==> config.mk <==
export PLATFORM = sky130hd
export DESIGN_NAME = select_encode
export DESIGN_NICKNAME = d
export VERILOG_FILES = /design/src/verilog/datapath_pkg.sv /design/src/verilog/select_encode.sv
export SDC_FILE = /design/constraint.sdc
export NUM_CORES = 1
export LEC_CHECK = 0
export BUFFER_PORTS_ARGS = -buffer_cell sky130_fd_sc_hd__buf_2
export CAP_MARGIN = 10
export CORE_UTILIZATION = 30
export DETAILED_ROUTE_END_ITERATION = 12
export GPL_TIMING_DRIVEN = 0
export MAX_ROUTING_LAYER = met4
export PLACE_DENSITY = 0.94
export SETUP_SLACK_MARGIN = 0.2
export SLEW_MARGIN = 20
export SYNTH_ARGS = -nofsm -noshare
export SYNTH_HDL_FRONTEND = slang
export SYNTH_SLANG_ARGS = --single-unit
==> constraint.sdc <==
create_clock -name vclk -period 1.1
set_input_delay 0.055 -clock vclk [all_inputs]
set_output_delay 0.055 -clock vclk [all_outputs]
set_load 0.01 [all_outputs]
==> src/verilog/datapath_pkg.sv <==
`default_nettype none

package datapath_pkg;

	// Data and address widths
	typedef logic [31:0] word_t;
	typedef logic [63:0] dword_t;
	typedef logic [3:0]  reg_idx_t;
	typedef logic [15:0] reg_onehot_t;
	typedef logic [8:0]  mem_addr_t;

	localparam int REG_COUNT = 16;

	// Instruction field positions
	localparam int IR_RA_MSB  = 26;
	localparam int IR_RB_MSB  = 22;
	localparam int IR_RC_MSB  = 18;
	localparam int IR_C_WIDTH = 19;
	localparam int IR_C2_LSB  = 19;

	// ALU operations, unlisted codes give zero
	typedef enum logic [4:0] {
		ALU_ADD = 5'b00011,
		ALU_SUB = 5'b00100,
		ALU_SHR = 5'b00101,
		ALU_SHL = 5'b00111,
		ALU_AND = 5'b01010,
		ALU_OR  = 5'b01011,
		ALU_MUL = 5'b01111,
		ALU_NEG = 5'b10001,
		ALU_NOT = 5'b10010
	} alu_op_t;

	// Branch condition held in C2
	typedef enum logic [1:0] {
		BR_ZERO     = 2'b00,
		BR_NONZERO  = 2'b01,
		BR_POSITIVE = 2'b10,
		BR_NEGATIVE = 2'b11
	} branch_cond_t;

endpackage

`default_nettype wire

==> src/verilog/select_encode.sv <==
`timescale 1ns/1ps
`default_nettype none

module select_encode import datapath_pkg::*; (
	input  word_t       ir_data,
	input  wire         gra,
	input  wire         grb,
	input  wire         grc,
	input  wire         ba_out,
	output reg_onehot_t reg_select,
	output word_t       c_sign_extended
);

	reg_idx_t reg_idx;
	logic     field_valid;

	// Pick one register field out of IR
	always_comb begin
		field_valid = gra | grb | grc;
		if (gra)
			reg_idx = ir_data[IR_RA_MSB -: $bits(reg_idx_t)];
		else if (grb)
			reg_idx = ir_data[IR_RB_MSB -: $bits(reg_idx_t)];
		else if (grc)
			reg_idx = ir_data[IR_RC_MSB -: $bits(reg_idx_t)];
		else
			reg_idx = '0;
	end

	always_comb begin
		reg_select = '0;
		if (field_valid)
			reg_select = reg_onehot_t'(1) << reg_idx;
		// Base-address mode: R0 reads as zero
		if (ba_out && reg_idx == '0)
			reg_select = '0;
	end

	assign c_sign_extended = {{($bits(word_t) - IR_C_WIDTH){ir_data[IR_C_WIDTH-1]}},
		ir_data[IR_C_WIDTH-1:0]};

endmodule

`default_nettype wire

# After elaboration in Yosys (flattened, before gate mapping)
# Index checks and enable logic that the tools add are counted.
# W data, S select, Z words.
# word_totals
regBits,0
in_bits,36
output_inout_bits,48
wordCells,10
# classes
shifts,1
muxes,5
n_bitwise,2
reduce_logical,2
# ops
cell,n
$mux W16,2
$shl A1 B4 Y16 const A,1
$mux W4,3
$logic_not A4 Y1,1
$or A1 B1 Y1,2
$logic_and A1 B1 Y1,1

# Logic depth before layout (Yosys ltp)
# depth
depth_word,6
ltp_mapped,4
depth_no_buf,3

# Worst setup path before layout
# OpenSTA, ideal clock, no wires.
# synth_timing
path_type,in2out
startpoint,in grb
endpoint,out reg_select[2]
t_arrival_ps,1067
required_time_ps,1045
setup_slack_ps,-22
path_stages,4
path_buffers,1
path_cell_list,buf_4 nand3b_1 a22o_2 nor4_1
# synth_between
elab_chain_cells,5
word_cells_on_any_way,9
cone_classes,shift: 1; mux: 4; bitwise: 2; reduce/logical: 2
# synth_lines
element,line,text
"start, declared",select_encode.sv:7,"input wire grb,"
$mux W4,select_encode.sv:22,else if (grb)
$mux W4,select_encode.sv:20,if (gra)
$shl A1 B4 Y16 / $logic_not A4 Y1 (equally long branches),"select_encode.sv:33, select_encode.sv:35",
$mux W16 / $logic_and A1 B1 Y1 (equally long branches),"select_encode.sv:32, select_encode.sv:35",
$mux W16 (*),select_encode.sv:35,if (ba_out && reg_idx == '0)
"end, declared",select_encode.sv:10,"output reg_onehot_t reg_select,"
# Mark *: on every way between the ends. The rest lies on a longest branch, timed or not.

# Final worst setup path
# Same ends and word-level chain as after synthesis.

==> flow_summary.yaml <==
outcome:
  status: "complete, but fails checks"
  violations: "design-rule violations, negative setup slack"
sta:
  whs_ns: 0.303
  final_hold_viol_count: 0
  worst_pin_slew_ns: 0.348
  rsz0062_at_grt: "yes"
  tns_ns: -2.09
  final.setup.worst_slack_ns: -0.211
  setup_violations: 16
  slew_viol_final: 0
  fmax_mhz: 763
  finalCriticalPeriod_ns: 1.31
  period_share: 1.19
  slew_headroom: 0.767
place:
  io_buffers: 63
  pre_cts_ws_ns: -0.279
  gp_congestion: 0.820
  hpwl_mm: 1.54
yosys:
  syn-num-nets: 111
  synthTopCellsByArea: "buf_4, nor4_1, a21oi_1"
  syn-mean-instance-area_sq_um: 7.14
  post-synth-top-count-cell: "buf_4"
  synth_cells: 75
  synth_seq_area_share: 0
  yosysWarnings: 0
  synth_common_cells: "buf_4, nor4_1, a21oi_1"
  syn-cell-area_sq_um: 536
  yosys.area.top_type_share: 0.477
  synth_cell_types: 14
  yosysTopAreaCell: "buf_4"
finish:
  diodes: 0
  area_delta_synth_final_pct: 189
  final_layout_size_suffix_gt1_frac: 0.937
  seqCellArea_sq_um: 0
  nets: 196
  seq_cell_count: 0
  clkbuf_count: 0
hold_path:
  hold_path_class: "primary input to output port"
  worstHoldStart: "ir_data[0]"
  min_to: "c_sign_extended[0]"
  whs_path_depth: 2
critical_path:
  critPathSlowestCell: "a22o_4"
  cp.arrival_ns: 1.26
  path_cells: "buf_12 > nand3b_1 > a22o_4 > nor4_2 > buf_2"
  cp_max_fo: 8
  crit_required_ns: 1.04
  worstSetupPathType: "primary input to output port"
  worstSetupStartpointType: "primary input"
  cp_slowest_stage_delay_ns: 0.33
  critical-path-top-delay-family: "simple AND/OR/NAND/NOR gates"
  worstSetupEndpointType: "output port"
  timing.critical_path.buf_inv: 2
routing:
  route.detailed.drc: 5
  routedWlPerCell_microns: 25.7
  drtPass1Iterations: 8
  drt_iter0_markers: 56
  viasPerCell: 6.23
  drt-total-wl_mm: 4.68
  drtAntennaViolNets: 0
  vias: 1133
die:
  dieArea_sq_um: 1960
  core-area_sq_um: 1590
  rows: 14
  die_x_microns: 44.3
  start_util: 0.336
  dieHeight_microns: 44.3
  ios: 84
global_route:
  grt_pass1_wl_mm: 5.55
  grt.overflow.total: 0
  grt.busiest_layer: "met2"
  grt_antenna_before_repair: 0
  grt_pass1_vias: 1028
  use_met1: 0.412
  grtUsageTotal: 0.406
  use_met3: 0.0571
  grt_max_degree: 17
  grt.met2_usage: 0.776
power_and_ir_drop:
  leakagePower_nw: 0.747
  power_density_nw_per_um2: 540
  vdd_drop_max_v: 0.000420
  power_mw: 0.835
run:
  drv_cap: 0
cts:
  postCtsHoldBufs: 0
-- where the power goes --
part / total, mW / switching (mW) / leakage (nW) / internal [mW]
sequential: 0 / 0 / 0 / 0
combinational: 0.835 / 0.430 / 0.747 / 0.405
clock: 0 / 0 / 0 / 0
-- what timing repair did --
| item | CTS | global route |
|---|---|---|
| gates resized for setup | 40 | 4 |
| setup buffers | 15 | 3 |
| hold endpoints to repair | 0 | 0 |
| setup endpoints to repair | 16 | 16 |
| pin swaps | 21 | 10 |
| cloned | 2 | 0 |
-- metal layers --
metal	share of wire	up-vias
met5	0	-
met4	0.085	0
met3	0.11	50
met2	0.48	131
met1	0.32	532
li1	-	420
-- worst max path at each step --
stage | from | endpoint | slack, ns | cells after the start
after global routing | grb | reg_select[2] | -0.21 | 5
after CTS | grb | reg_select[9] | -0.07 | 6
after detailed placement | gra | reg_select[4] | -0.28 | 5
after global placement | gra | reg_select[2] | -0.24 | 5
final | grb | reg_select[2] | -0.21 | 5
after floorplan | grb | reg_select[2] | 0.02 | 4
-- cell usage in the layout (no fill, tap or decap) --
| cell | n |
|---|---|
| buf_12 | 8 |
| a21oi_1 | 2 |
| a21oi_4 | 3 |
| nand3b_1 | 3 |
| a22oi_2 | 3 |
| buf_8 | 2 |
| buf_4 | 40 |
| o31ai_2 | 1 |
| o31ai_4 | 1 |
| nor2b_4 | 1 |
| nor4_4 | 14 |
| nor3b_4 | 1 |
| buf_16 | 1 |
| buf_6 | 8 |
| a22o_4 | 4 |
| nand3b_4 | 1 |
| inv_1 | 4 |
| nor4_2 | 2 |
| buf_2 | 58 |
| nand2_1 | 1 |
-- through the flow --
stage / std cells / area, sq um / util
finish: 182 / 1550 / 0.969
global route: 182 / 1550 / 0.969
CTS: 179 / 1490 / 0.936
detailed placement: 162 / 1090 / 0.684
global placement: 162 / 1090 / 0.684
floorplan: 75 / 746 / -
-- logic make-up after synthesis --
family | synth area share
and+or+nand+nor | 0.299
AOI/OAI and AO/OA | 0.196
buffers and inverters | 0.505
-- layout make-up --
class,count,area (sq um)
Buffer,34,275
Timing Repair Buffer,83,623
Inverter,4,15.0
Fill cell,33,48.8
Tap cell,24,30.0
Multi-Input combinational cell,37,602
No activity file was read; power rests on OpenSTA's default activity.
