### src/verilog/datapath_pkg.sv
`default_nettype none

package datapath_pkg;

	// Data and address widths
	typedef logic [31:0] word_t;
	typedef logic [63:0] dword_t;
	typedef logic [3:0]  reg_idx_t;
	typedef logic [15:0] reg_onehot_t;
	typedef logic [8:0]  mem_addr_t;

	localparam int REG_COUNT = 16;

	// Instruction field positions
	localparam int IR_RA_MSB  = 26;
	localparam int IR_RB_MSB  = 22;
	localparam int IR_RC_MSB  = 18;
	localparam int IR_C_WIDTH = 19;
	localparam int IR_C2_LSB  = 19;

	// ALU operations, unlisted codes give zero
	typedef enum logic [4:0] {
		ALU_ADD = 5'b00011,
		ALU_SUB = 5'b00100,
		ALU_SHR = 5'b00101,
		ALU_SHL = 5'b00111,
		ALU_AND = 5'b01010,
		ALU_OR  = 5'b01011,
		ALU_MUL = 5'b01111,
		ALU_NEG = 5'b10001,
		ALU_NOT = 5'b10010
	} alu_op_t;

	// Branch condition held in C2
	typedef enum logic [1:0] {
		BR_ZERO     = 2'b00,
		BR_NONZERO  = 2'b01,
		BR_POSITIVE = 2'b10,
		BR_NEGATIVE = 2'b11
	} branch_cond_t;

endpackage

`default_nettype wire

### src/verilog/bus_mux.sv
`timescale 1ns/1ps
`default_nettype none

module bus_mux import datapath_pkg::*; (
	input  wire   pc_select,
	input  wire   z_lo_select,
	input  wire   z_hi_select,
	input  wire   mdr_select,
	input  wire   c_select,
	input  wire   r_select,
	input  word_t reg_out,
	input  word_t pc_data,
	input  word_t z_lo_data,
	input  word_t z_hi_data,
	input  word_t mdr_data,
	input  word_t c_sign_extended,
	output word_t bus_data
);

	logic [2:0] src;

	// Priority encoder, constant wins
	always_comb begin
		if (c_select)         src = 3'd1;
		else if (pc_select)   src = 3'd2;
		else if (mdr_select)  src = 3'd3;
		else if (z_lo_select) src = 3'd4;
		else if (z_hi_select) src = 3'd5;
		else if (r_select)    src = 3'd6;
		else                  src = 3'd0;
	end

	always_comb begin
		case (src)
			3'd1:    bus_data = c_sign_extended;
			3'd2:    bus_data = pc_data;
			3'd3:    bus_data = mdr_data;
			3'd4:    bus_data = z_lo_data;
			3'd5:    bus_data = z_hi_data;
			3'd6:    bus_data = reg_out;
			default: bus_data = '0;
		endcase
	end

endmodule

`default_nettype wire

### config.mk
export PLATFORM = sky130hd
export DESIGN_NAME = bus_mux
export DESIGN_NICKNAME = d
export VERILOG_FILES = /design/src/verilog/datapath_pkg.sv /design/src/verilog/bus_mux.sv
export SDC_FILE = /design/constraint.sdc
export NUM_CORES = 1
export LEC_CHECK = 0
export BUFFER_PORTS_ARGS = -buffer_cell sky130_fd_sc_hd__buf_2
export CORE_AREA = 2 2 89 91
export DETAILED_ROUTE_END_ITERATION = 6
export DIE_AREA = 0 0 91 93
export SYNTH_ARGS = -nofsm -noshare
export SYNTH_HDL_FRONTEND = slang
export SYNTH_SLANG_ARGS = --single-unit
### constraint.sdc
create_clock -name vclk -period 1.59
set_input_delay 0.2385 -clock vclk [all_inputs]
set_output_delay 0.2385 -clock vclk [all_outputs]
set_load 0.02 [all_outputs]
## Yosys cells after proc, flatten, opt, wreduce, memory -nomap -nowiden

Index checks and enable logic that the tools add are counted.

- $add $sub $neg: 0
- $mul: 0
- Divide/modulo/power cells: 0
- $lt $le $gt $ge: 0
- Eq/ne operators: 6
- Shifts and indexed selects: 0
- Mux-type cells: 7
- Bitwise operators: 0
- Reductions and logical operators: 0

Operators with widths:

| cell | count |
|---|---|
| $pmux 32 s6 | 1 |
| $mux 3 | 6 |
| $eq 3x3->1 const B | 3 |
| $eq 3x2->1 const B | 2 |
| $eq 3x1->1 const B | 1 |

- Bits in registers: 0
- Latch bits: 0
- Bits in writable memories: 0
- Memory bits (read-only): 0
- Input bits: 198
- Output and inout port bits: 32
- Logic and storage cells: 13
- Memories: 0

## Longest topological paths before layout

- Word-level depth: 8
- Depth in mapped cells: 6
- Mapped depth without buffers: 3

## Least setup slack after synthesis

OpenSTA, ideal clock, no wires.

- Path type: input to output
- Start point: in mdr_select
- End point: out bus_data[15]
- Arrival time: 1.491 ns
- Required time: 1.351 ns
- Slack: -0.140 ns
- Cell stages on the path: 5
- Path buffers: 3
- Cells stage by stage: buf_6 or4_4 buf_6 buf_6 o211ai_1

- Word-level cells in the longest chain between the ends: 5
- Elaborated cells between the ends (all ways): 10
- Classes of those cells: eq/ne: 6; mux: 4

Ends and longest elaborated chain:

| element | RTL line | text |
|---|---|---|
| start: declaration | bus_mux.sv:8 | `input wire mdr_select,` |
| $mux 3 (*) | bus_mux.sv:26 | `else if (mdr_select) src = 3'd3;` |
| $mux 3 (*) | bus_mux.sv:25 | `else if (pc_select) src = 3'd2;` |
| $mux 3 (*) | bus_mux.sv:24 | `if (c_select) src = 3'd1;` |
| $eq 3x3->1, or another cell as far along | bus_mux.sv:34 | `case (src)` |
| $pmux 32 s6 (*) | bus_mux.sv:34 |  |
| end: declaration | bus_mux.sv:17 | `output word_t bus_data` |

Every way passes the cells marked *; elsewhere a longest branch is shown, timed or not.

## Worst setup path in the final report

- Start point: in pc_select
- End point: out bus_data[15]

- Word-level cells in the longest chain between the ends: 4
- Elaborated cells between the ends (all ways): 9
- Classes of those cells: eq/ne: 6; mux: 3

Ends and longest elaborated chain:

| element | RTL line | text |
|---|---|---|
| start: declaration | bus_mux.sv:5 | `input wire pc_select,` |
| $mux 3 (*) | bus_mux.sv:25 |  |
| $mux 3 (*) | bus_mux.sv:24 |  |
| $eq 3x3->1, or another cell as far along | bus_mux.sv:34 |  |
| $pmux 32 s6 (*) | bus_mux.sv:34 |  |

Marks and branches as above.

==> reports/qor.yml <==
critPathCaptureType: "output pin"
setup_viol: 32
start_util_pct: 24.3
worst_slack_ps: -111
synthCells: 292
critical_path_arrival_ps: 1460
syn-cell-area_um2: 1830
globalRouteOverflowTotal: 0
syn-num-nets: 490
area_growth_pct: 87.8
finalHoldViolations: 0
crit_fanout: 15
dieArea_um2: 8460
flops_and_latches: 0
antennaDiodeCount: 0
ctsHoldBuffers: 0
antenna_found_initial: 0
ys_seq_area_share_pct: 0
grt_pass1_vias: 2981
core_area_um2: 7530
die_h_um: 93
max_slew_margin_pct: 82.7
grtUsageTotal_pct: 17.5
grt_max_degree: 35
die_x_um: 91
dp_slack_ps: -207
vdd_drop_max_mv: 0.147
dr.pass1.iters: 4
finalCriticalPeriod_ps: 1700
place_inst: 609
crit_path_start_kind: "input pin"
period_share_pct: 107
antenna_left: 0
maxCapViolCount: 0
dp_hpwl_um: 6650
yosysUniqueCellTypes: 21
ios: 230
powerDensity_nw_per_um2: 284
path_class: "in -> out"
post_drt_wl_per_cell_um: 13.7
leakage_nw: 1.67
synth_top_area_cell: "nand3b_1"
synth_area_leaders: "nand3b_1 (25%), a22o_1 (14%), a21oi_2 (13%)"
drc_errors: 0
clkbuf_count: 0
final_cell_mix: "buf_2 (196), nand2_1 (62), nand3b_1 (61)"
cp_data_required_time_ps: 1350
drive_gt1_share_pct: 57.2
fin_cells: 609
fillers: 784
num-nets-final: 707
violations: "setup timing"
rsz0062_at_grt: "yes"
final_common_cell: "buf_2"
synth_top_area_share_pct: 25.0
fmax_mhz: 588
regArea_um2: 0
grt_pass1_wl_um: 13000
vias: 3023
drtIter0Drc: 83
routed_via_density: 4.96
core.rowCount: 32
io_buffers: 230
min_path_type: "in -> out"
syn_area_per_cell_um2: 6.27
tightest_slew_ps: 260
status: "finished, violations left"
ys.warnings.count: 0
place_congestion: 0.908
routed_wl_um: 8370
drv_slew: 0
stage by stage:
stage | TNS, ps | instance area [um2] | hold slack (ps) | util [%] | total power, mW
2_1_floorplan | -120 | 1840 | 710 | - | 0.435
3_3_place_gp | -4660 | 3180 | 837 | 42.3 | 0.830
3_5_place_dp | -5080 | 3180 | 840 | 42.3 | 0.842
4_1_cts | -2730 | 3400 | 842 | 45.1 | 0.959
5_1_grt | -3820 | 3440 | 854 | 45.7 | 1.06
6_report | -2740 | 3440 | 823 | 45.7 | 0.976
where the power goes:
part | switching (mW) | internal (mW)
Combinational | 0.441 | 0.535
Clock | 0 | 0
Sequential | 0 | 0
path summary, 6_finish.rpt:
check / startpoint / to / slack, ps / cells past startpoint
setup / recovery: pc_select / bus_data[15] / -110 / 5
hold / removal: c_sign_extended[16] / bus_data[16] / 820 / 4
what timing repair did:
action                     CTS  global route
setup endpoints to repair   32            32
pin swaps                    3             1
buffers inserted             0             0
resized for setup           67             9
cell usage after synthesis:
library cell,count
buf_2,4
nor2b_1,1
nand2b_1,1
nand2_1,62
inv_1,1
o31ai_1,1
nor4b_2,1
nand3b_1,61
and3b_1,1
clkbuf_1,23
a22o_1,30
or4_4,1
a221o_1,1
a21oi_1,33
a21oi_2,28
and2_1,1
or3_1,30
a22oi_1,2
o211ai_1,2
buf_6,5
buf_1,3
cells by family (layout without fill, tap and decap cells):
| logic type | Yosys count | in the layout | synth area share [%] |
|---|---|---|---|
| AND/OR/NAND/NOR | 159 | 159 | 50.9 |
| AO/OA/AOI/OAI | 97 | 97 | 39.4 |
| buffers and inverters | 36 | 251 | 9.71 |
critical path, stage by stage:
cell,delay [ps]
buf_2,140
or4_4,530
buf_12,180
o211ai_1,200
buf_4,180
per-layer routing:
layer | wire [um] | GRT usage, % | vias up
li1 | - | - | 1501
met1 | 3280 | 19.7 | 1366
met2 | 4340 | 35.4 | 150
met3 | 673 | 2.58 | 6
met4 | 82 | 2.15 | 0
met5 | 0 | 0 | -
area by class of cell:
| cell class | count | area [um2] | area share (%) |
|---|---|---|---|
| Timing Repair Buffer | 250 | 1600 | 46.5 |
| Multi-Input combinational cell | 256 | 1710 | 49.7 |
| Tap cell | 102 | 128 | 3.71 |
| Inverter | 1 | 3.75 | 0.109 |
(Power assumes the default switching activity.)
