<file path="src/verilog/datapath_pkg.sv">
`default_nettype none

package datapath_pkg;

	// Data and address widths
	typedef logic [31:0] word_t;
	typedef logic [63:0] dword_t;
	typedef logic [3:0]  reg_idx_t;
	typedef logic [15:0] reg_onehot_t;
	typedef logic [8:0]  mem_addr_t;

	localparam int REG_COUNT = 16;

	// Instruction field positions
	localparam int IR_RA_MSB  = 26;
	localparam int IR_RB_MSB  = 22;
	localparam int IR_RC_MSB  = 18;
	localparam int IR_C_WIDTH = 19;
	localparam int IR_C2_LSB  = 19;

	// ALU operations, unlisted codes give zero
	typedef enum logic [4:0] {
		ALU_ADD = 5'b00011,
		ALU_SUB = 5'b00100,
		ALU_SHR = 5'b00101,
		ALU_SHL = 5'b00111,
		ALU_AND = 5'b01010,
		ALU_OR  = 5'b01011,
		ALU_MUL = 5'b01111,
		ALU_NEG = 5'b10001,
		ALU_NOT = 5'b10010
	} alu_op_t;

	// Branch condition held in C2
	typedef enum logic [1:0] {
		BR_ZERO     = 2'b00,
		BR_NONZERO  = 2'b01,
		BR_POSITIVE = 2'b10,
		BR_NEGATIVE = 2'b11
	} branch_cond_t;

endpackage

`default_nettype wire

</file>
<file path="src/verilog/con_ff.sv">
`timescale 1ns/1ps
`default_nettype none

module con_ff import datapath_pkg::*; (
	input  wire   clk,
	input  wire   rst,
	input  wire   con_enable,
	input  word_t ir_data,
	input  word_t bus_data,
	output logic  con_output
);

	branch_cond_t c2;
	logic         is_zero;
	logic         cond_met;

	assign c2      = branch_cond_t'(ir_data[IR_C2_LSB +: 2]);
	assign is_zero = (bus_data == '0);

	always_comb begin
		case (c2)
			BR_ZERO:     cond_met = is_zero;
			BR_NONZERO:  cond_met = !is_zero;
			BR_POSITIVE: cond_met = !bus_data[31] && !is_zero;
			default:     cond_met = bus_data[31];
		endcase
	end

	always_ff @(posedge clk) begin
		if (rst)
			con_output <= 1'b0;
		else if (con_enable)
			con_output <= cond_met;
	end

endmodule

`default_nettype wire

</file>
<file path="config.mk">
export PLATFORM = sky130hd
export DESIGN_NAME = con_ff
export DESIGN_NICKNAME = d
export VERILOG_FILES = /design/src/verilog/datapath_pkg.sv /design/src/verilog/con_ff.sv
export SDC_FILE = /design/constraint.sdc
export NUM_CORES = 1
export LEC_CHECK = 0
export BUFFER_PORTS_ARGS = -buffer_cell sky130_fd_sc_hd__buf_2
export CORE_AREA = 2 2 39 41
export DETAILED_ROUTE_END_ITERATION = 10
export DIE_AREA = 0 0 41 43
export GPL_TIMING_DRIVEN = 0
export PLACE_DENSITY = 0.68
export SLEW_MARGIN = 25
export SYNTH_ARGS = -nofsm -noshare
export SYNTH_HDL_FRONTEND = slang
export SYNTH_SLANG_ARGS = --single-unit
export TNS_END_PERCENT = 5
</file>
<file path="constraint.sdc">
create_clock -name clk -period 3.3 [get_ports clk]
set_input_delay 0.495 -clock clk [delete_from_list [all_inputs] [get_ports clk]]
set_output_delay 0.495 -clock clk [all_outputs]
set_load 0.02 [all_outputs]
</file>
After elaboration in Yosys (flattened, before gate mapping)

Index checks and enable logic that the tools add are counted.

Eq/ne operators: 2
Reduce and logical (&&, ||, !) cells: 5
Muxes and demuxes: 1

Operators with widths:

| cell               | number |
|---|---|
| $logic_not 32->1   | 1 |
| $pmux 1 s3         | 1 |
| $eq 2x1->1 const B | 1 |
| $eq 2x2->1 const B | 1 |
| $logic_not 1->1    | 2 |
| $logic_not 2->1    | 1 |
| $logic_and 1x1->1  | 1 |

Bits in registers: 1
Logic and storage cells: 9
Input port bits: 67

Depth between registers and ports, before layout

Word-level depth: 4
Depth in mapped cells: 4
Depth with buffers taken out: 4

Least setup slack after synthesis

No wires, ideal clock.

Path kind: input port to flip-flop
Start point: input port bus_data[25]
End point: register con_output
Stages on the path: 4
Required time: 3179 ps
Path slack: 1896 ps
Arrival time: 1284 ps
Library setup time: 121 ps
Buffers on the path: 0
Cell sequence: nor4_1 nand4_1 nor2_1 mux2_2

Cells in the longest elaborated chain, start to end: 4

RTL lines:

| what                   | line                       | text |
|---|---|---|
| start: declaration     | con_ff.sv:9                | `input word_t bus_data,` |
| $logic_not 32->1 *     | con_ff.sv:18               | `assign is_zero = (bus_data == '0);` |
| $logic_not 1->1        | con_ff.sv:23, con_ff.sv:24 |  |
| $logic_and 1x1->1      | con_ff.sv:24               | `BR_POSITIVE: cond_met = !bus_data[31] && !is_zero;` |
| $pmux 1 s3 *           | con_ff.sv:21               | `case (c2)` |
| end signal: assignment | con_ff.sv:33               | `con_output <= cond_met;` |
| end: declaration       | con_ff.sv:10               | `output logic con_output` |

Mark *: on every way between the ends. The rest lies on a longest branch, timed or not.
A chain may end at the register's enable or synchronous reset.

Worst setup path in the final report

Start point: input port bus_data[1]
End point: register con_output

The elaborated chain is that of the path after synthesis.

==> summary.txt <==
Die
  – Core area: ~1400 um^2
  – Die height: roughly 43 um
  – FP Rows: 14
  – I/O Pins: slightly below 70
  – Initial core utilization: a little under an eighth
  – Die W: slightly above 40 um
  – Die area: between 1500 and 2000 um^2

Place
  – Port Buffer Count: 37
  – Placed cell count: 73
  – RD Place Congestion: ~0.60

GRT
  – Wire length of the first global-routing pass: around 900 um
  – Initial antenna violation count: 0
  – Vias in the first global route: 277
  – Largest net degree at the start of global routing: 4
  – GRT overflow: 0
  – GRT Overall Usage: between 7 and 8%

Outcome
  – Status: complete, no violations

Yosys
  – Synth Area in XOR/XNOR: under 10%
  – Ys Warns: 0
  – Synth Instances: 20
  – Synth unique cells: 12
  – Synth Area in Compound Gates: 15.0%
  – Largest cells by area after synthesis: nor4_2 24%, nor4_1 20%, dfxtp_1 13%
  – Synth Area per Inst: approximately 7.9 um^2
  – Synth Cell Area: 159 um^2
  – Post-synthesis sequential area ratio: approximately 13%
  – Post-Syn Nets: 87
  – Post-synthesis simple-gate area fraction: approximately 60%
  – Synth Area in Adders: 0%
  – Area leader, netlist: nor4_2
  – Post-synthesis mux area share: 7.09%
  – Largest family of logic cells by synthesized area: simple AND/OR/NAND/NOR gates
  – Synth top area share: between 20% and 30%
  – Yosys reg bits: 1

Cells and area
  – Cell Count, Final, Fillers Out: between 70 and 80
  – Share of layout cells above drive strength 1: a little under three quarters
  – Max reg flops: 1
  – Largest regs: con_output (1)
  – Diodes inserted: 0
  – P&R area growth vs syn: 129%
  – Final Util: a little over a quarter
  – Top reg by flops: con_output
  – Fillers: between 150 and 200
  – Most frequent cells in the layout: 37 x buf_2, 5 x nor4_1, 3 x nor4_2, 2 x nor2_1, 2 x nand4_1
  – Most common cell after layout, fill and taps aside: buf_2
  – Layout net count: ~130

Critical path
  – Setup crit end: con_output
  – CP Capture Type: register
  – R2R Setup Slk: ~2.4 ns
  – Slowest stage cell on the critical path: mux2_2
  – Worst Setup SP: bus_data[1]
  – Req. time, crit path: approximately 3.2 ns
  – Critical-path cell list: buf_2 > nor4_1 > nand4_1 > nor2_1 > mux2_2
  – Setup CP Type: input pin to register
  – Crit path max fanout: 1
  – Max stage delay on crit path: about 0.34 ns
  – RR Startpoint: con_output
  – Cell count of the worst reg-to-reg path: 3
  – Crit path launch type: input pin
  – CP arrival: about 1.5 ns
  – R2R Path End: con_output

STA
  – Period minus WS final: between 1.5 and 2 ns
  – Fmax: approximately 630 MHz
  – Fin crit share: between 40 and 50%
  – Slew Limit Fails: 0
  – Final setup vio count: 0
  – Post-route setup TNS: 0 ns
  – Final hold vios: 0
  – RSZ-0062 raised after global routing: no
  – Rel. slew slack: 83.2%
  – Worst hold slack: between 0.6 and 0.7 ns
  – Worst clock skew: 0 ns
  – Slew @ Worst Pin: 0.249 ns

Detailed routing
  – Final WL: between 700 and 800 um
  – Total number of vias: around 300
  – DRT iter0 DRCs: 1
  – WL/cell: between 9 and 10 um
  – Post-route ant nets: 0
  – Drt via density: 4.22
  – Drt drc: 0
  – DRT Pass-1 Iters: 2

Pwr
  – Power per Cell Area: roughly 130 nW/um^2
  – VDD IR max: about 0.076 mV
  – Static Leak: 0.179 nW
  – Tot Pwr: 0.0468 mW

Clock tree
  – Worst-path clk slew: 0 ns
  – Setup bufs post-CTS: 0
  – Post-CTS sizing: 0
  – Worst-Skew Late Latency: 0 ns
  – Cts hold-fix bufs: 0

Worst hold path
  – Min-Delay Path Class: register to register

Run
  – Max-cap violations: 0
[where the power goes]
group | internal [mW] | total, mW | switching (mW) | leakage (nW)
sequential | 0.0133 | 0.0138 | 0.000477 | 0.00832
clock | 0 | 0 | 0 | 0
combinational | 0.0202 | 0.0330 | 0.0128 | 0.170
total | 0.0335 | 0.0468 | 0.0133 | 0.179
[per-layer routing]
layer | GRT usage [%] | vias up | wire [um] | part of all wire, %
met5 | 0 | - | 0 | 0
met2 | 15.3 | 24 | 339 | 48
met1 | 6.37 | 124 | 219 | 31
met4 | 0 | 0 | 0 | 0
li1 | - | 160 | - | -
met3 | 0.524 | 0 | 153 | 21
[how the worst min path moves through the flow]
stage                 end  depth (start not counted)        from
6_report       con_output                          3  con_output
5_1_grt        con_output                          3  con_output
4_1_cts        con_output                          3  con_output
3_5_place_dp   con_output                          3  con_output
3_3_place_gp   con_output                          3  con_output
2_1_floorplan  con_output                          2  con_enable
[cell usage after synthesis]
cell type	number
nor2_1	2
dfxtp_1	1
a31oi_1	1
nor2b_1	1
o21bai_1	1
nand4_1	2
xnor2_1	1
o21ai_0	1
nor4_2	3
a21oi_1	1
nor4_1	5
mux2_2	1
[per-stage QoR]
stage,cell area [um^2],setup WS [ns]
CTS,364,1.66
global route,364,1.53
detailed placement,364,1.66
global placement,364,1.67
floorplan,159,1.90
finish,364,1.70
[cell families (layout without fill, tap and decap cells)]
logic type	after synthesis	in the layout
AOI/OAI and AO/OA	4	4
xor gates and xnor gates	1	1
buffers and inverters	0	37
DFF	1	1
muxes	1	1
and+or+nand+nor	13	13
[final cells by class]
cell class                 instances  area (um^2)  area share, %
timing repair buffer              37          185           50.9
multi-input combinational         19          139           38.1
sequential                         1         20.0           5.50
tap                               16         20.0           5.50
[critical path: cells and delay by family]
kind	cells	cell delay (ns)
and+or+nand+nor	3	0.55
muxes	1	0.34
buffers and inverters	1	0.10
No activity file was read; power rests on OpenSTA's default activity.
