<file path="src/verilog/datapath_pkg.sv">
`default_nettype none

package datapath_pkg;

	// Data and address widths
	typedef logic [31:0] word_t;
	typedef logic [63:0] dword_t;
	typedef logic [3:0]  reg_idx_t;
	typedef logic [15:0] reg_onehot_t;
	typedef logic [8:0]  mem_addr_t;

	localparam int REG_COUNT = 16;

	// Instruction field positions
	localparam int IR_RA_MSB  = 26;
	localparam int IR_RB_MSB  = 22;
	localparam int IR_RC_MSB  = 18;
	localparam int IR_C_WIDTH = 19;
	localparam int IR_C2_LSB  = 19;

	// ALU operations, unlisted codes give zero
	typedef enum logic [4:0] {
		ALU_ADD = 5'b00011,
		ALU_SUB = 5'b00100,
		ALU_SHR = 5'b00101,
		ALU_SHL = 5'b00111,
		ALU_AND = 5'b01010,
		ALU_OR  = 5'b01011,
		ALU_MUL = 5'b01111,
		ALU_NEG = 5'b10001,
		ALU_NOT = 5'b10010
	} alu_op_t;

	// Branch condition held in C2
	typedef enum logic [1:0] {
		BR_ZERO     = 2'b00,
		BR_NONZERO  = 2'b01,
		BR_POSITIVE = 2'b10,
		BR_NEGATIVE = 2'b11
	} branch_cond_t;

endpackage

`default_nettype wire

</file>
<file path="src/verilog/alu.sv">
`timescale 1ns/1ps
`default_nettype none

module alu import datapath_pkg::*; (
	input  word_t   y_data,
	input  word_t   bus_data,
	input  alu_op_t alu_op,
	output dword_t  result
);

	word_t             a;
	word_t             b;
	word_t             narrow;
	logic signed [63:0] product;
	logic [4:0]        shamt;

	assign a     = y_data;
	assign b     = bus_data;
	assign shamt = b[4:0];

	// Full signed product
	assign product = $signed(a) * $signed(b);

	always_comb begin
		narrow = '0;
		case (alu_op)
			ALU_ADD: narrow = a + b;
			ALU_SUB: narrow = a - b;
			ALU_AND: narrow = a & b;
			ALU_OR:  narrow = a | b;
			ALU_SHR: narrow = a >> shamt;
			ALU_SHL: narrow = a << shamt;
			// Unary ops work on the bus operand
			ALU_NEG: narrow = -b;
			ALU_NOT: narrow = ~b;
			default: narrow = '0;
		endcase
	end

	always_comb begin
		if (alu_op == ALU_MUL)
			result = dword_t'(product);
		else
			result = {32'd0, narrow};
	end

endmodule

`default_nettype wire

</file>
<file path="config.mk">
export PLATFORM = sky130hd
export DESIGN_NAME = alu
export DESIGN_NICKNAME = d
export VERILOG_FILES = /design/src/verilog/datapath_pkg.sv /design/src/verilog/alu.sv
export SDC_FILE = /design/constraint.sdc
export NUM_CORES = 2
export LEC_CHECK = 0
export ABC_AREA = 1
export BUFFER_PORTS_ARGS = -buffer_cell sky130_fd_sc_hd__clkbuf_2
export CAP_MARGIN = 20
export CORE_UTILIZATION = 25
export DETAILED_ROUTE_END_ITERATION = 12
export REMOVE_ABC_BUFFERS = 1
export SLEW_MARGIN = 30
export SYNTH_ARGS = -nofsm -noshare
export SYNTH_HDL_FRONTEND = slang
export SYNTH_SLANG_ARGS = --single-unit
export TNS_END_PERCENT = 20
</file>
<file path="constraint.sdc">
create_clock -name vclk -period 22.3
set_clock_uncertainty 0.1 [all_clocks]
set_input_delay 1.115 -clock vclk [all_inputs]
set_output_delay 1.115 -clock vclk [all_outputs]
set_load 0.03 [all_outputs]
</file>
# Word-level counts from Yosys, hierarchy flattened
# Index checks and enable logic that the tools add are counted.
[totals] regBits=0 latchBits=0 ram_bits=0 romBits=0 output_inout_bits=64 n_memories=0
[classes] n_addsub=3 mul=1 n_div=0 magnitude_cmp=0 eq_ne=9 shifts=2 mux=2 bitwise_logic=3 n_reduce_logical=0
[op_table] operator="32-bit case mux with 8 select lines" count=1
[op_table] operator="32-bit by 32-bit multiplier with 64-bit output" count=1
[op_table] operator="64-bit two-way mux" count=1
[op_table] operator="32-bit adder" count=1
[op_table] operator="32-bit AND" count=1
[op_table] operator="32-bit negation" count=1
[op_table] operator="32-bit inverter" count=1
[op_table] operator="32-bit bitwise OR" count=1
[op_table] operator="32-bit by 5-bit << shifter with 32-bit output" count=1
[op_table] operator="32-bit by 5-bit right shift with 32-bit output" count=1
[op_table] operator="32-bit subtractor" count=1
[op_table] operator="5-bit by 3-bit == test with 1-bit output (second input constant)" count=3
[op_table] operator="5-bit by 4-bit == test with 1-bit output (second input constant)" count=3
[op_table] operator="5-bit == test (second input constant)" count=2
[op_table] operator="5-bit by 2-bit == test with 1-bit output (second input constant)" count=1

# Longest topological paths before layout
[depth] depth_word=3 ltp_mapped=35 depth_no_buf=31

# Least setup slack after synthesis
# No wires, ideal clock.
[synth_timing] path_type="input-to-output" from="input bus_data[3]" to="output result[50]" arrival_ps=8551 required_time_ps=21085 path_slack_ps=12534 path_stages=28 n_path_buf=4 path_cell_list="clkbuf_1 buf_2 buf_2 buf_1 nand2_1 inv_1 fa_1 fa_1 fa_1 fa_1 inv_1 fa_1 inv_1 fa_1 inv_1 fa_1 inv_1 fa_1 ha_1 nand2_1 nor2_1 nand2_1 nor2_1 nor3b_1 nand2_1 nand3_1 nor2_1 nor2_1"
[synth_between] elab_chain_cells=2
[synth_rtl] element="start: declaration" line_no="alu.sv:6" text="input word_t bus_data,"
[synth_rtl] element="32-bit by 32-bit multiplier with 64-bit output" line_no="alu.sv:22" text="assign product = $signed(a) * $signed(b);"
[synth_rtl] element="64-bit two-way mux" line_no="alu.sv:41" text="if (alu_op == ALU_MUL)"
[synth_rtl] element="end: declaration" line_no="alu.sv:8" text="output dword_t result"
# No other way between the ends.

# Final worst setup path
[layout_timing] from="input bus_data[5]" to="output result[56]"
# The elaborated chain is that of the path after synthesis.

==> impl_metrics.env <==
export IMPL_status="finished clean"
export IMPL_seq_cell_count=0
export IMPL_cap_violations=0
export IMPL_crit_required_ps=21090
export IMPL_num_vias=43880
export IMPL_die_area_mm2=0.1948
export IMPL_slew_limit_headroom=0.3488
export IMPL_dieWidth_um=441.4
export IMPL_num_nets_final=8367
export IMPL_initial_core_util=0.2527
export IMPL_synth_top_area_frac=0.4496
export IMPL_cts_setup_buffers=0
export IMPL_min_path_type="in -> out"
export IMPL_grt_remaining_overflow=0
export IMPL_dpl_worst_slack_ps=11260
export IMPL_antenna_found_initial=12
export IMPL_gp_routability_congestion=1.015
export IMPL_ys_seq_area_frac=0
export IMPL_wl_per_cell_um=21.08
export IMPL_grt_pass1_wl_um=298900
export IMPL_arrival_ps=9820
export IMPL_cpMaxStageDelayCell="fa_1"
export IMPL_core_area_mm2=0.1910
export IMPL_fin_crit_ps=11040
export IMPL_grt_total_usage=0.2054
export IMPL_dieHeight_um=441.4
export IMPL_endpoint_kind="output pin"
export IMPL_area_delta_synth_final_pct=6.527
export IMPL_ys_top_cells_by_area="fa_1 45%, nand2_1 16%, inv_1 15%, ha_1 7.3%, nand3_1 5.0%"
export IMPL_postRouteAntennaNets=0
export IMPL_critPathMaxFanout=34
export IMPL_hold_end="result[8]"
export IMPL_dp_cells=9442
export IMPL_crit_buf_inv=11
export IMPL_cpLargestDelayFamily="adder cells"
export IMPL_grt_pass1_vias=46000
export IMPL_final_cells=9449
export IMPL_dpl_hpwl_um=167900
export IMPL_finalCoreUtilization=0.2692
export IMPL_multi_input_area_mm2=0.03975
export IMPL_finalSetupViolations=0
export IMPL_cts_hold_buf=0
export IMPL_fin_crit_sh=0.4950
export IMPL_timing_fmax_ghz=0.09058
export IMPL_synth_cell_types=46
export IMPL_n_clock_buffer=0
export IMPL_synth_cell_area_mm2=0.04827
export IMPL_worst_setup_path_type="in -> out"
export IMPL_pin_count=133
export IMPL_wirelength_um=199200
export IMPL_drtPass1Iterations=10
export IMPL_via_per_inst=4.644
export IMPL_drive_gt1_frac=0.03607
export IMPL_drc=0
export IMPL_grt_start_max_net_pins=69
export IMPL_slew_viol_final=0
export IMPL_hold_depth=7
export IMPL_hold_viol=0
export IMPL_rsz0062_at_grt="false"
export IMPL_drt_iter0_markers=3435
export IMPL_synth_top_cell_by_area="fa_1"
export IMPL_regArea_um2=0
export IMPL_nFillCells=21290
export IMPL_ys_warn_count=0
export IMPL_layout_setup_ws_ps=11260
export IMPL_ctsResizeCount=0
export IMPL_slowest_delay_ps=840
export IMPL_syn_inst=7031
export IMPL_tns_ps=0
export IMPL_portBuffers=133
export IMPL_worst_slew_pin_slew_ps=976.8
export IMPL_synth_avg_cell_area_um2=6.865
export IMPL_rows=160
export IMPL_hold_start="alu_op[1]"
export IMPL_cp_start_kind="input pin"
==> per-layer routing <==
| metal | vias to the layer above | wire (um) | global-route usage |
|---|---|---|---|
| li1 | 20040 | - | - |
| met5 | - | 57 | 0 |
| met2 | 1450 | 96590 | 0.3586 |
| met1 | 22100 | 84800 | 0.2683 |
| met4 | 10 | 8196 | 0.06602 |
| met3 | 275 | 9555 | 0.01473 |
==> per-stage QoR <==
step	hold slack, ps	cell area, um^2
2_1_floorplan	2500	47000
6_report	3001	51420
3_5_place_dp	3015	51400
3_3_place_gp	3003	51400
5_1_grt	3046	51400
4_1_cts	3017	51400
==> placed cells by master (no fill, tap or decap), types with 2 or more instances in the layout <==
cell type / n
a21o_1: 3
a21oi_1: 164
a31oi_1: 7
and2_1: 9
and3_1: 3
buf_4: 80
clkbuf_2: 129
diode_2: 7
fa_1: 1084
ha_1: 281
inv_1: 1912
inv_2: 18
nand2_1: 2054
nand3_1: 479
nand3_4: 2
nand3b_1: 15
nand4_1: 65
nor2_1: 402
nor2_2: 2
nor2_4: 4
nor3_1: 40
nor3b_1: 2
nor4_1: 2
o2111ai_1: 2
o211ai_1: 16
o21ai_0: 79
o21bai_1: 24
o221ai_1: 2
o22ai_1: 17
or2_2: 6
xnor2_1: 5
xor2_1: 9
==> worst max-delay path by stage <==
stage                 from          to  cells after the start
2_1_floorplan  bus_data[2]  result[50]                     24
3_3_place_gp   bus_data[5]  result[58]                     28
3_5_place_dp   bus_data[5]  result[56]                     28
4_1_cts        bus_data[5]  result[56]                     28
5_1_grt        bus_data[5]  result[56]                     28
6_report       bus_data[5]  result[56]                     28
==> cell type report <==
| class | instances | area share |
|---|---|---|
| antenna | 7 | 0.0003407 |
| inverter | 1931 | 0.1410 |
| tap | 2511 | 0.06110 |
| multi-input combinational | 4789 | 0.7731 |
| timing repair buffer | 211 | 0.02448 |
==> tightest hold or removal path, cell delays in order <==
cell and delay [ps]:
clkbuf_2 140, nor2_2 70, nand3_4 120, a21oi_1 60
nand2_1 90, nand4_1 160, clkbuf_2 220
==> cell families after synthesis <==
logic type | share of synthesized area
adders and majority gates | 0.5224
AOI/OAI and AO/OA | 0.03644
buffers and inverters | 0.1765
xor gates and xnor gates | 0.002540
and+or+nand+nor | 0.2621
==> cells in the mapped netlist, types with 2 or more instances <==
cell type	count
a21oi_1	164
a21o_1	3
ha_1	281
nand3_1	479
o221ai_1	2
nand2_1	2054
o211ai_1	16
nand3b_1	15
or2_2	6
xnor2_1	5
nand3_4	2
xor2_1	9
buf_6	3
nand4_1	65
nor2_1	402
and3_1	3
nor2_4	3
nor4_1	2
buf_2	30
inv_1	1915
o21bai_1	24
o2111ai_1	2
fa_1	1084
o22ai_1	17
and2_1	9
nor3b_1	2
buf_1	23
o21ai_0	79
inv_2	15
a31oi_1	7
nor2_2	3
clkbuf_1	243
nor3_1	40
buf_4	12
