## src/verilog/datapath_pkg.sv

```systemverilog
`default_nettype none

package datapath_pkg;

	// Data and address widths
	typedef logic [31:0] word_t;
	typedef logic [63:0] dword_t;
	typedef logic [3:0]  reg_idx_t;
	typedef logic [15:0] reg_onehot_t;
	typedef logic [8:0]  mem_addr_t;

	localparam int REG_COUNT = 16;

	// Instruction field positions
	localparam int IR_RA_MSB  = 26;
	localparam int IR_RB_MSB  = 22;
	localparam int IR_RC_MSB  = 18;
	localparam int IR_C_WIDTH = 19;
	localparam int IR_C2_LSB  = 19;

	// ALU operations, unlisted codes give zero
	typedef enum logic [4:0] {
		ALU_ADD = 5'b00011,
		ALU_SUB = 5'b00100,
		ALU_SHR = 5'b00101,
		ALU_SHL = 5'b00111,
		ALU_AND = 5'b01010,
		ALU_OR  = 5'b01011,
		ALU_MUL = 5'b01111,
		ALU_NEG = 5'b10001,
		ALU_NOT = 5'b10010
	} alu_op_t;

	// Branch condition held in C2
	typedef enum logic [1:0] {
		BR_ZERO     = 2'b00,
		BR_NONZERO  = 2'b01,
		BR_POSITIVE = 2'b10,
		BR_NEGATIVE = 2'b11
	} branch_cond_t;

endpackage

`default_nettype wire

```

## src/verilog/special_registers.sv

```systemverilog
`timescale 1ns/1ps
`default_nettype none

module special_registers import datapath_pkg::*; (
	input  wire    clk,
	input  wire    rst,
	input  wire    pc_enable,
	input  wire    pc_increment_enable,
	input  wire    ir_enable,
	input  wire    y_enable,
	input  wire    z_enable,
	input  word_t  bus_data,
	input  dword_t alu_result,
	output word_t  pc_data,
	output word_t  ir_data,
	output word_t  y_data,
	output word_t  z_hi_data,
	output word_t  z_lo_data
);

	dword_t z_data;

	always_ff @(posedge clk) begin
		if (rst) begin
			pc_data <= '0;
			ir_data <= '0;
			y_data  <= '0;
			z_data  <= '0;
		end else begin
			// A bus load overrides the increment
			if (pc_enable)
				pc_data <= bus_data;
			else if (pc_increment_enable)
				pc_data <= pc_data + word_t'(1);
			if (ir_enable)
				ir_data <= bus_data;
			if (y_enable)
				y_data <= bus_data;
			if (z_enable)
				z_data <= alu_result;
		end
	end

	assign z_hi_data = z_data[63:32];
	assign z_lo_data = z_data[31:0];

endmodule

`default_nettype wire

```

## config.mk

```make
export PLATFORM = sky130hd
export DESIGN_NAME = special_registers
export DESIGN_NICKNAME = d
export VERILOG_FILES = /design/src/verilog/datapath_pkg.sv /design/src/verilog/special_registers.sv
export SDC_FILE = /design/constraint.sdc
export NUM_CORES = 1
export LEC_CHECK = 0
export ABC_CLOCK_PERIOD_IN_PS = 3390
export BUFFER_PORTS_ARGS = -buffer_cell sky130_fd_sc_hd__buf_4
export CAP_MARGIN = 20
export CORE_ASPECT_RATIO = 1.4
export CORE_MARGIN = 1.5
export CORE_UTILIZATION = 52
export DETAILED_ROUTE_END_ITERATION = 6
export PLACE_DENSITY_LB_ADDON = 0.12
export SLEW_MARGIN = 40
export SYNTH_ARGS = -nofsm -noshare
export SYNTH_HDL_FRONTEND = slang
export SYNTH_SLANG_ARGS = --single-unit
```

## constraint.sdc

```tcl
create_clock -name clk -period 3.39 [get_ports clk]
set_input_delay 0.1695 -clock clk [delete_from_list [all_inputs] [get_ports clk]]
set_output_delay 0.1695 -clock clk [all_outputs]
set_load 0.05 [all_outputs]
```

Word-level counts from Yosys, hierarchy flattened
Index checks and enable logic that the tools add are counted.
{"block": "totals", "latch_bits": 0, "mem_count": 0, "romBits": 0, "ramBits": 0, "regBits": 160}
{"block": "classes", "n_eq_ne": 0, "mux": 2, "magnitude_cmp": 0, "n_addsub": 1, "mul": 0, "n_div": 0, "bitwise_logic": 0, "shift": 0, "reduce_logical": 1}
{"op": "2-to-1 mux 32 bit", "count": 2}
{"op": "adder 32 x 1 -> 32 bit, second input constant", "count": 1}
{"op": "nonzero test 2 bit", "count": 1}

Logic depth before layout (Yosys ltp)
Gate-level depths: netlist of run 1.
{"block": "logic_depth", "ltp_word": 3, "depth_mapped": 6}

Least setup slack after synthesis of run 1
No wires, ideal clock.
{"block": "synth_timing", "kind": "register -> register", "from": "register pc_data[0]", "to": "register pc_data[16]", "stages_incl_launch_ff": 6, "arrival_ns": 2.081, "setup_slack_ns": 1.218, "period_less_slack_ns": 2.172, "cell_sequence": "dfxtp_1 > ha_1 > and3_1 > nand2_1 > or4_1 > a311oi_1"}
{"block": "synth_via", "elab_chain_cells": 3}
{"item": "start, declared", "line_no": "special_registers.sv:14", "text": "output word_t pc_data,"}
{"item": "start signal, assigned", "line_no": "special_registers.sv:32", "text": "pc_data <= bus_data;"}
{"item": "start signal, assigned", "line_no": "special_registers.sv:34", "text": "pc_data <= pc_data + word_t'(1);"}
{"item": "adder 32 x 1 -> 32 bit", "line_no": "special_registers.sv:34"}
{"item": "2-to-1 mux 32 bit", "line_no": "special_registers.sv:33", "text": "else if (pc_increment_enable)"}
{"item": "2-to-1 mux 32 bit", "line_no": "special_registers.sv:31", "text": "if (pc_enable)"}
No other way between the ends. The select of a mux whose other input is x is not followed.
A chain may end at the register's enable or synchronous reset.

Final worst setup path of run 1
{"block": "layout_timing", "from": "register pc_data[2]", "to": "register pc_data[17]"}
The elaborated chain is that of the path after synthesis.

==> flow_summary.toml, run 1 <==
[run_status]
status = "finished, violations left"
violations = "hold timing"

[synth]
netlist_area_mm2 = 0.006380
seq_area_frac_synth_pct = 50.21
synth.most_common_cell = "dfxtp_1"
yosys.area.top_type_share_pct = 50.21
synth.distinct_cells = 47
synth_cells = 658
synth_enable_flop_cells = 0
avgSynthCellArea_um2 = 9.696
synthTopCellsByCount = "dfxtp_1 (160), nor2_1 (155), mux2i_1 (129), nand2_1 (27), clkbuf_1 (25)"
ys_warn_count = 0
synthTopCellsByArea = "dfxtp_1 (50%), mux2i_1 (20%), nor2_1 (9.1%)"
synth_top_area_cell = "dfxtp_1"
synth_top_flop_cell = "dfxtp_1"
syn_nets = 762
async_flop_share_pct = 0
synth-seq-cells = 160

[floorplan]
num_rows = 47
die_area_mm2 = 0.01295
io_pins = 263
die_y_um = 134.1
core_mm2 = 0.01188
die_x_um = 96.62
initial_core_util_pct = 53.71

[hold_path]
hp-class = "input pin to flop"

[worst_setup_path]
crit_arrival_ns = 2.36
cp-start-kind = "flop"
cp-end-kind = "flop"
required_ns = 3.71
crit_fanout = 16
crit_type = "flop to flop"

[placed_design]
gp_congestion = 0.9268
dp_hpwl_mm = 12.87
portBuffers = 262

[sta]
finalMaxSlewViolations = 0
setup_tns_ns = 0
skew_ns = 0.007287
setup_viol = 0
rsz0062_at_grt = "false"
hold_violations = 1
finalCritPeriodShare_pct = 60.10
worst_pin_slew_ns = 0.7533
max_freq_ghz = 0.4909
hold_ws_ns = -0.001722
slew_headroom_pct = 49.78
post-route-min-period_ns = 2.037

[global_route]
grt_pass1_vias = 6225
grt_busiest_layer = "met2"
use_met1_pct = 29.91
track_usage_pct = 29.18
overflow = 0
grt_pass1_wl_mm = 30.62
use_met3_pct = 9.432
antenna_found_initial = 0
met2_usage_pct = 53.77
grt_max_degree = 94

[flow_run]
max_cap_viol_count = 0

[detailed_routing]
vias = 6057
first_iter_violations = 228
vias_per_cell = 5.511
wl_mm = 19.41
wl_per_cell_um = 17.66
drcViolationCount = 0
dr.pass1.iters = 5
ant_nets = 0

[cells_and_area]
final_nets = 1043
area_growth_pct = 46.62
antenna_cells = 0
fillCellCount = 781
layout-drive-gt1-share_pct = 31.72

[pwr]
power.density_mw_per_mm2 = 528.4
peakVddDrop_mv = 0.3875
p_leak_nw = 4.423

[cts]
cts_tree = "built"
cts.sinks = 160
root_buffer = "clkbuf_16"
htreeDepth = 4
cts_buffers = 17
cts_resized = 0
clock_path_buffers = 2
post-cts-setup-buffers = 0
clk_latency_ns = 0.42
clk_pin_slew_ns = 0.07
[cell usage in the layout, fill, tap and decap left out, drive strengths merged, types with 4 or more instances in the layout]
| cell type | n |
|---|---|
| o31ai | 8 |
| mux2i | 129 |
| o21ai | 6 |
| nor4 | 5 |
| xor2 | 6 |
| and3 | 7 |
| or4 | 9 |
| clkbuf | 21 |
| nor2 | 155 |
| dfxtp | 160 |
| or3 | 6 |
| a211oi | 6 |
| a311oi | 15 |
| a21oi | 9 |
| inv | 8 |
| xnor2 | 4 |
| buf | 264 |
| nand4 | 17 |
| nand3 | 9 |
| nand2 | 28 |
| dlygate4sd3 | 42 |
| and4 | 6 |
| clkinvlp | 5 |
[stage by stage]
step | worst slack (ns) | utilization [%] | total power (W) | cell area (um2) | std cells
6_report | 1.353 | 78.74 | 0.004943 | 9354 | 1099
5_1_grt | 1.187 | 78.74 | 0.005103 | 9354 | 1099
4_1_cts | 1.361 | 78.63 | 0.004948 | 9340 | 1098
3_5_place_dp | 1.370 | 70.48 | 0.003118 | 8372 | 1025
3_3_place_gp | 1.467 | 70.44 | 0.003095 | 8368 | 1025
2_1_floorplan | 1.218 | - | 0.002760 | 6380 | 658
[routing by layer]
layer,wire length [um],vias to the layer above,share of wire [%]
li1,-,2884,-
met1,7120,2862,37
met2,10210,255,53
met3,1417,56,7.3
met4,663,0,3.4
met5,0,-,0
[layout make-up]
type | count | area, um2 | share of cell area [%]
Clock buffer | 21 | 450.4 | 4.815
Clock inverter | 11 | 107.6 | 1.150
Inverter | 6 | 22.52 | 0.2408
Multi-Input combinational cell | 448 | 2977 | 31.82
Sequential cell | 160 | 3203 | 34.24
Tap cell | 147 | 183.9 | 1.966
Timing Repair Buffer | 306 | 2410 | 25.76
[path summary, 6_finish.rpt]
kind / cells after the start / endpoint / slack [ns] / startpoint
worst max-delay path: 4 / pc_data[17] / 1.35 / pc_data[2]
worst min-delay path: 3 / z_data[36] / -0.002 / alu_result[36]
worst max register to register: 4 / pc_data[17] / 1.35 / pc_data[2]
worst min register to register: 2 / ir_data[24] / 0.50 / ir_data[24]
[cell families (layout without fill, tap and decap cells)]
family,after synthesis,after routing,synth area share [%]
mux,129,129,20.24
xor+xnor,10,10,1.373
compound gates,56,56,6.472
flops,160,160,50.21
simple gates,252,252,18.38
fa+ha+maj,1,1,0.1961
buf+inv,50,344,3.138
[sequential cells by signal (all words and copies together) (netlist names)]
signal	count
y_data	32
pc_data	32
z_data	64
ir_data	32
[where the power goes]
group / total (W) / switching (W) / internal (W)
clock network: 0.00181 / 0.000774 / 0.00103
registers: 0.00209 / 0.0000946 / 0.00200
logic: 0.00104 / 0.000669 / 0.000371
total: 0.00494 / 0.00154 / 0.00340
[critical path, stage by stage, from the launching register on]
cell and delay (ns):
dfxtp_1 0.45, and4_1 0.35, nand3_2 0.31, or4_1 0.55
a311oi_1 0.28
[repair_timing]
action,in CTS,in global routing
hold buffers,41,1
setup endpoints to repair,0,0
hold endpoints to repair,41,1
No activity file was read; power rests on OpenSTA's default activity.
==> inputs of run 2 (changes only) <==
Settings changed: ABC_AREA from default to 1, ABC_CLOCK_PERIOD_IN_PS 3390 to 1730, CORE_UTILIZATION 52 to 44.
Clock period 3.39 ns to 1.73 ns, I/O delays scaled along.
==> run 2 against run 1 <==
Net effect:
- the run now ends clean
- count of clock-buffer cells in the layout rose by 1
- combinational power rose by 120%
- fmax rose by 37%
- utilization fell by 8.0 points
- global-route usage barely moved
- via count rose by 20%
- flip-flop and latch count did not move
- non-clock buffer count rose by 66
- first-iteration DRC count rose by 76%
- worst hold slack improved by 0.062 ns
- sequential share of layout area fell by 3.0 points
- synthesized area rose by 2.8%
- critical path type unchanged
- largest cell class unchanged
- largest power group unchanged
- highest routed layer unchanged
==> flow_summary.toml, run 2 <==
[synth]
synth-seq-cells = 160
ys_warn_count = 0
synth.most_common_cell = "nor2_1"
avgSynthCellArea_um2 = 7.346
synth-xor-area-share_pct = 1.469
netlist_area_mm2 = 0.006560
yosys.area.top_type_share_pct = 48.83
synth_cells = 893
synthTopCellsByArea = "dfxtp_1 (49%), nor2_1 (16%), o21ai_0 (10%)"
seq_area_frac_synth_pct = 48.83
syn_nets = 997
synth_top_family_by_area = "simple AND/OR/NAND/NOR gates"
async_flop_share_pct = 0
synthTopCellsByCount = "nor2_1 (286), dfxtp_1 (160), o21ai_0 (131), nand2_1 (101), clkbuf_1 (39)"
synth.distinct_cells = 30
synth-simple-area-share_pct = 29.18
synth_fa_ha_area_share_pct = 0.1907
synth_top_area_cell = "dfxtp_1"
synth_enable_flop_cells = 0
muxShareOfSynthArea_pct = 0
synth_top_flop_cell = "dfxtp_1"
synth-compound-area-share_pct = 15.09

[cts]
cts_tree = "built"
htreeDepth = 4
clock_path_buffers = 2
clk_pin_slew_ns = 0.07
cts_buffers = 17
clk_latency_ns = 0.41
cts.sinks = 160
root_buffer = "clkbuf_16"

[floorplan]
io_pins = 263
die_x_um = 106.2
core_mm2 = 0.01451
initial_core_util_pct = 45.21
num_rows = 52
die_y_um = 147.5
die_area_mm2 = 0.01566

[cells_and_area]
final_common_cell = "nor2_1"
antenna_cells = 0
fillCellCount = 1151
most-common-layout-cells = "nor2_1 (286), buf_4 (273), dfxtp_1 (158)"
largest_register_ffs = 64
final_nets = 1338
area_growth_pct = 56.44
largest-register = "z_data"
multiInputGateArea_mm2 = 0.003013
seqCellArea_mm2 = 0.003206
layout-drive-gt1-share_pct = 27.35

[hold_path]
hp-class = "input pin to flop"

[worst_setup_path]
cp-start-kind = "flop"
crit_slowest_cell = "dfxtp_2"
cp_slowest_stage_delay_ns = 0.36
required_ns = 2.08
cp-end-kind = "flop"
crit_top_cell = "nor2_4"
critical_path.top_delay_family = "simple AND/OR/NAND/NOR gates"
crit_type = "flop to flop"
path_buf_inv = 0
crit_path_cell_trace = "ha_1 > nand2_1 > nor2_4 > nand2_4 > nor2_4 > or2_1 > nand3_1 > a21oi_1"
crit_arrival_ns = 1.84
crit_fanout = 6

[global_route]
grt_max_degree = 65
antenna_found_initial = 0
grt_pass1_wl_mm = 36.15
grt_pass1_vias = 7163
track_usage_pct = 29.22
overflow = 0

[sta]
skew_ns = 0.01242
hold_ws_ns = 0.06053
hold_violations = 0
slew_headroom_pct = 56.35
setup_tns_ns = 0
finalMaxSlewViolations = 0
setup_viol = 0
max_freq_ghz = 0.6709
rsz0062_at_grt = "false"
worst_pin_slew_ns = 0.6541
finalCritPeriodShare_pct = 86.16
post-route-min-period_ns = 1.491

[detailed_routing]
wl_met3_mm = 1.948
vias = 7239
wl_mm = 22.89
vias_per_cell = 5.041
wl_per_cell_um = 15.94
wirelength_met1_mm = 8.904
dr.pass1.iters = 5
top_layer = "met4"
drcViolationCount = 0
ant_nets = 0
first_iter_violations = 401
wl_met2_mm = 11.21

[pwr]
peakVddDrop_mv = 0.5448
p_leak_nw = 4.716
power.density_mw_per_mm2 = 997.5

[placed_design]
gp_congestion = 0.8839
dp_hpwl_mm = 14.96
portBuffers = 262

[run_status]
status = "finished clean"

[flow_run]
max_cap_viol_count = 0
==> run 2: changes by cell type in the layout (fill, tap and decap cells not counted), sizes merged, moves of 22 or more <==
| cell | before | now |
|---|---|---|
| inv | 8 | 35 |
| o21ai | 6 | 131 |
| nand3 | 9 | 36 |
| dlygate4sd3 | 42 | 96 |
| mux2i | 129 | 0 |
| nand2 | 28 | 109 |
| a22oi | 0 | 22 |
| nor2 | 155 | 303 |
==> run 2: report_power, final <==
group | internal (W) | total, W | switching [W]
Sequential | 0.00394 | 0.00411 | 0.000177
Clock | 0.00226 | 0.00382 | 0.00156
Combinational | 0.000801 | 0.00230 | 0.00150
Total | 0.00700 | 0.0102 | 0.00323
==> run 2: kinds of logic (layout without fill, tap and decap cells) <==
| kind of cell | count (synthesis) | in the layout |
|---|---|---|
| AND/OR/NAND/NOR | 453 | 453 |
| AO/OA/AOI/OAI | 183 | 183 |
| buffers and inverters | 85 | 439 |
| XOR/XNOR | 11 | 11 |
| flip-flops | 160 | 160 |
| adder cells (fa/ha/maj) | 1 | 1 |
==> run 2: path summary, 6_finish.rpt <==
kind / start / to / slack, ns / cells past startpoint
worst max register to register: pc_data[0] / pc_data[16] / 0.24 / 8
worst min register to register: z_data[57] / z_data[57] / 0.50 / 2
worst min-delay path: pc_enable / pc_data[1] / 0.06 / 5
worst max-delay path: pc_data[0] / pc_data[16] / 0.24 / 8
==> run 2: stage by stage <==
stage	util, %	setup slack (ns)	total power [W]	instances	area (um2)
after floorplan	-	0.08218	0.005489	893	6563
after global placement	59.94	0.2846	0.006276	1308	8697
after detailed placement	59.96	0.2316	0.006289	1308	8700
after CTS	70.73	0.2353	0.01029	1436	10260
after global routing	70.73	0.05675	0.01060	1436	10260
final	70.73	0.2395	0.01024	1436	10260
==> run 2: per-layer routing <==
metal | up-vias | track usage, %
met3 | 62 | 8.774
met1 | 3298 | 33.47
met2 | 316 | 50.03
met5 | - | 0
li1 | 3563 | -
met4 | 0 | 12.70
==> run 2: layout make-up <==
cell class | count | share of cell area (%)
flip-flops and latches | 160 | 31.24
multi-input cells | 648 | 29.36
repair buffers | 372 | 29.92
clock inverters | 10 | 1.244
inverters | 35 | 1.317
clock buffers | 22 | 4.621
well taps | 189 | 2.304
==> run 2: timing repair <==
| action | CTS | global route |
|---|---|---|
| buffers inserted | 0 | 0 |
| hold endpoints to repair | 137 | 0 |
| gates resized for setup | 0 | 0 |
| hold buffers | 96 | 0 |
==> run 2: tightest hold or removal path: stages <==
cell and delay (ns):
buf_4 0.14, nand2_1 0.06, nand3_1 0.07, nand2_1 0.04, inv_1 0.04
==> inputs of run 3 (changes only) <==
--- a/config.mk
+++ b/config.mk
@@ -14,5 +14,5 @@
 export CORE_UTILIZATION = 44
 export DETAILED_ROUTE_END_ITERATION = 6
-export PLACE_DENSITY_LB_ADDON = 0.12
+export PLACE_DENSITY = 0.75
 export SLEW_MARGIN = 40
 export SYNTH_ARGS = -nofsm -noshare
==> constraint.sdc (replaced) <==
create_clock -name clk -period 1.73 [get_ports clk]
set_input_delay 0.4325 -clock clk [delete_from_list [all_inputs] [get_ports clk]]
set_output_delay 0.4325 -clock clk [all_outputs]
set_load 0.05 [all_outputs]
==> run 3 against run 2 <==
Net effect:
- combinational power down 8%
- cell count down 6.1%
- global-route usage down 2.3 points
- die area unchanged
- design area down 8.5%
- highest routed layer unchanged
- worst hold slack better by 0.17 ns
- fmax down 6.5%
- register-to-register slack worse by 0.10 ns
- wire length down 8.8%
- sequential share of layout area up 2.9 points
==> flow_summary.toml, run 3 (synthesis gave the netlist of run 2 again) <==
[detailed_routing]
wl_per_cell_um = 15.49
dr.pass1.iters = 5
vias = 6815
wl_mm = 20.88
ant_nets = 0
drcViolationCount = 0
first_iter_violations = 371
vias_per_cell = 5.056

[global_route]
grt_max_degree = 48
overflow = 0
track_usage_pct = 26.91
grt_pass1_wl_mm = 33.46
antenna_found_initial = 0
grt_pass1_vias = 6779

[floorplan]
die_x_um = 106.2
die_y_um = 147.5
initial_core_util_pct = 45.21
die_area_mm2 = 0.01566
io_pins = 263
num_rows = 52
core_mm2 = 0.01451

[hold_path]
hp-class = "input pin to flop"
hold_start = "alu_result[36]"

[pwr]
peakVddDrop_mv = 0.8648
p_leak_nw = 4.364
power.density_mw_per_mm2 = 1090

[cts]
cts_tree = "built"
clock_path_buffers = 2
clk_latency_ns = 0.42
cts_resized = 0
root_buffer = "clkbuf_16"
cts.sinks = 160
cts_buffers = 17
post-cts-setup-buffers = 0
holdBufCountCts = 0
clk_pin_slew_ns = 0.06
htreeDepth = 4

[sta]
finalCritPeriodShare_pct = 92.13
setup_viol = 0
skew_ns = 0.007212
max_freq_ghz = 0.6274
post-route-min-period_ns = 1.594
worst_pin_slew_ns = 0.5132
post-route-worst-setup-slack_ns = 0.1362
hold_violations = 0
finalMaxSlewViolations = 0
setup_tns_ns = 0
rsz0062_at_grt = "false"
slew_headroom_pct = 65.74

[placed_design]
portBuffers = 262
pre_cts_ws_ns = 0.1282
dp_hpwl_mm = 15.25
gp_congestion = 0.9725

[cells_and_area]
layout-drive-gt1-share_pct = 30.37
largest-register = "z_data"
final_nets = 1250
largest_register_ffs = 64
area_growth_pct = 43.16
most-common-layout-cells = "nor2_1 (285), buf_4 (281), dfxtp_1 (156)"
antenna_cells = 0
final_common_cell = "nor2_1"

[worst_setup_path]
required_ns = 2.09
cp-start-kind = "flop"
crit_arrival_ns = 1.95
cp-end-kind = "flop"
reg2reg_from = "pc_data[4]"
crit_fanout = 8
crit_type = "flop to flop"
cp-startpoint = "pc_data[4]"

[flow_run]
max_cap_viol_count = 0

[run_status]
status = "finished clean"
==> run 3: cell types whose count changed in the layout (fill, tap and decap cells not counted), moves of 2 or more <==
cell | before | now
buf_4 | 273 | 281
bufinv_16 | 2 | 4
clkbuf_8 | 3 | 1
clkinv_4 | 4 | 2
dfxtp_1 | 158 | 156
dfxtp_2 | 2 | 4
dlygate4sd3_1 | 96 | 0
==> run 3: per-stage QoR <==
| step | total power, W | instances | util, % | instance area, um2 | hold slack [ns] |
|---|---|---|---|---|---|
| finish | 0.01023 | 1348 | 64.73 | 9392 | 0.2266 |
| global route | 0.01063 | 1348 | 64.73 | 9392 | 0.2169 |
| CTS | 0.01033 | 1348 | 64.69 | 9387 | 0.2157 |
| detailed placement | 0.006302 | 1316 | 60.36 | 8757 | 0.4824 |
| global placement | 0.006281 | 1316 | 60.36 | 8757 | 0.4766 |
| floorplan | 0.005489 | 893 | - | 6563 | 0.5674 |
==> run 3: final cells by class <==
type	count	area [um2]
inverters	35	132.6
fillers	1296	5117
clock buffers	20	446.7
multi-input cells	648	3015
flip-flops and latches	160	3208
well taps	189	236.5
clock inverters	12	182.7
repair buffers	284	2170
==> run 3: path summary, 6_finish.rpt <==
check                                   end  slack, ns  cells after the start
worst max-delay path            pc_data[15]       0.14                      8
worst min register to register   z_data[42]       0.50                      2
worst min-delay path             z_data[36]       0.23                      3
worst max register to register  pc_data[15]       0.14                      8
==> run 3: power by group <==
group / leakage, nW / internal, W / switching, W
clock network: 0.297 / 0.00247 / 0.00154
logic: 2.74 / 0.000671 / 0.00144
registers: 1.33 / 0.00394 / 0.000178
==> run 3: worst max-delay path, cell delays in order (launching register included) <==
cell,delay (ns)
dfxtp_1,0.43
nand2_1,0.11
nor2_2,0.16
nand2_4,0.11
nor2_4,0.23
nor2_1,0.10
nor2_1,0.18
nand2_1,0.09
a21oi_2,0.12
==> run 3: routing by layer <==
layer | vias to the layer above | global-route usage, % | routed length (um)
met5 | - | 0 | 0
met4 | 0 | 12.91 | 714
met3 | 46 | 8.995 | 2002
met2 | 300 | 45.87 | 10430
met1 | 3090 | 29.93 | 7736
li1 | 3379 | - | -
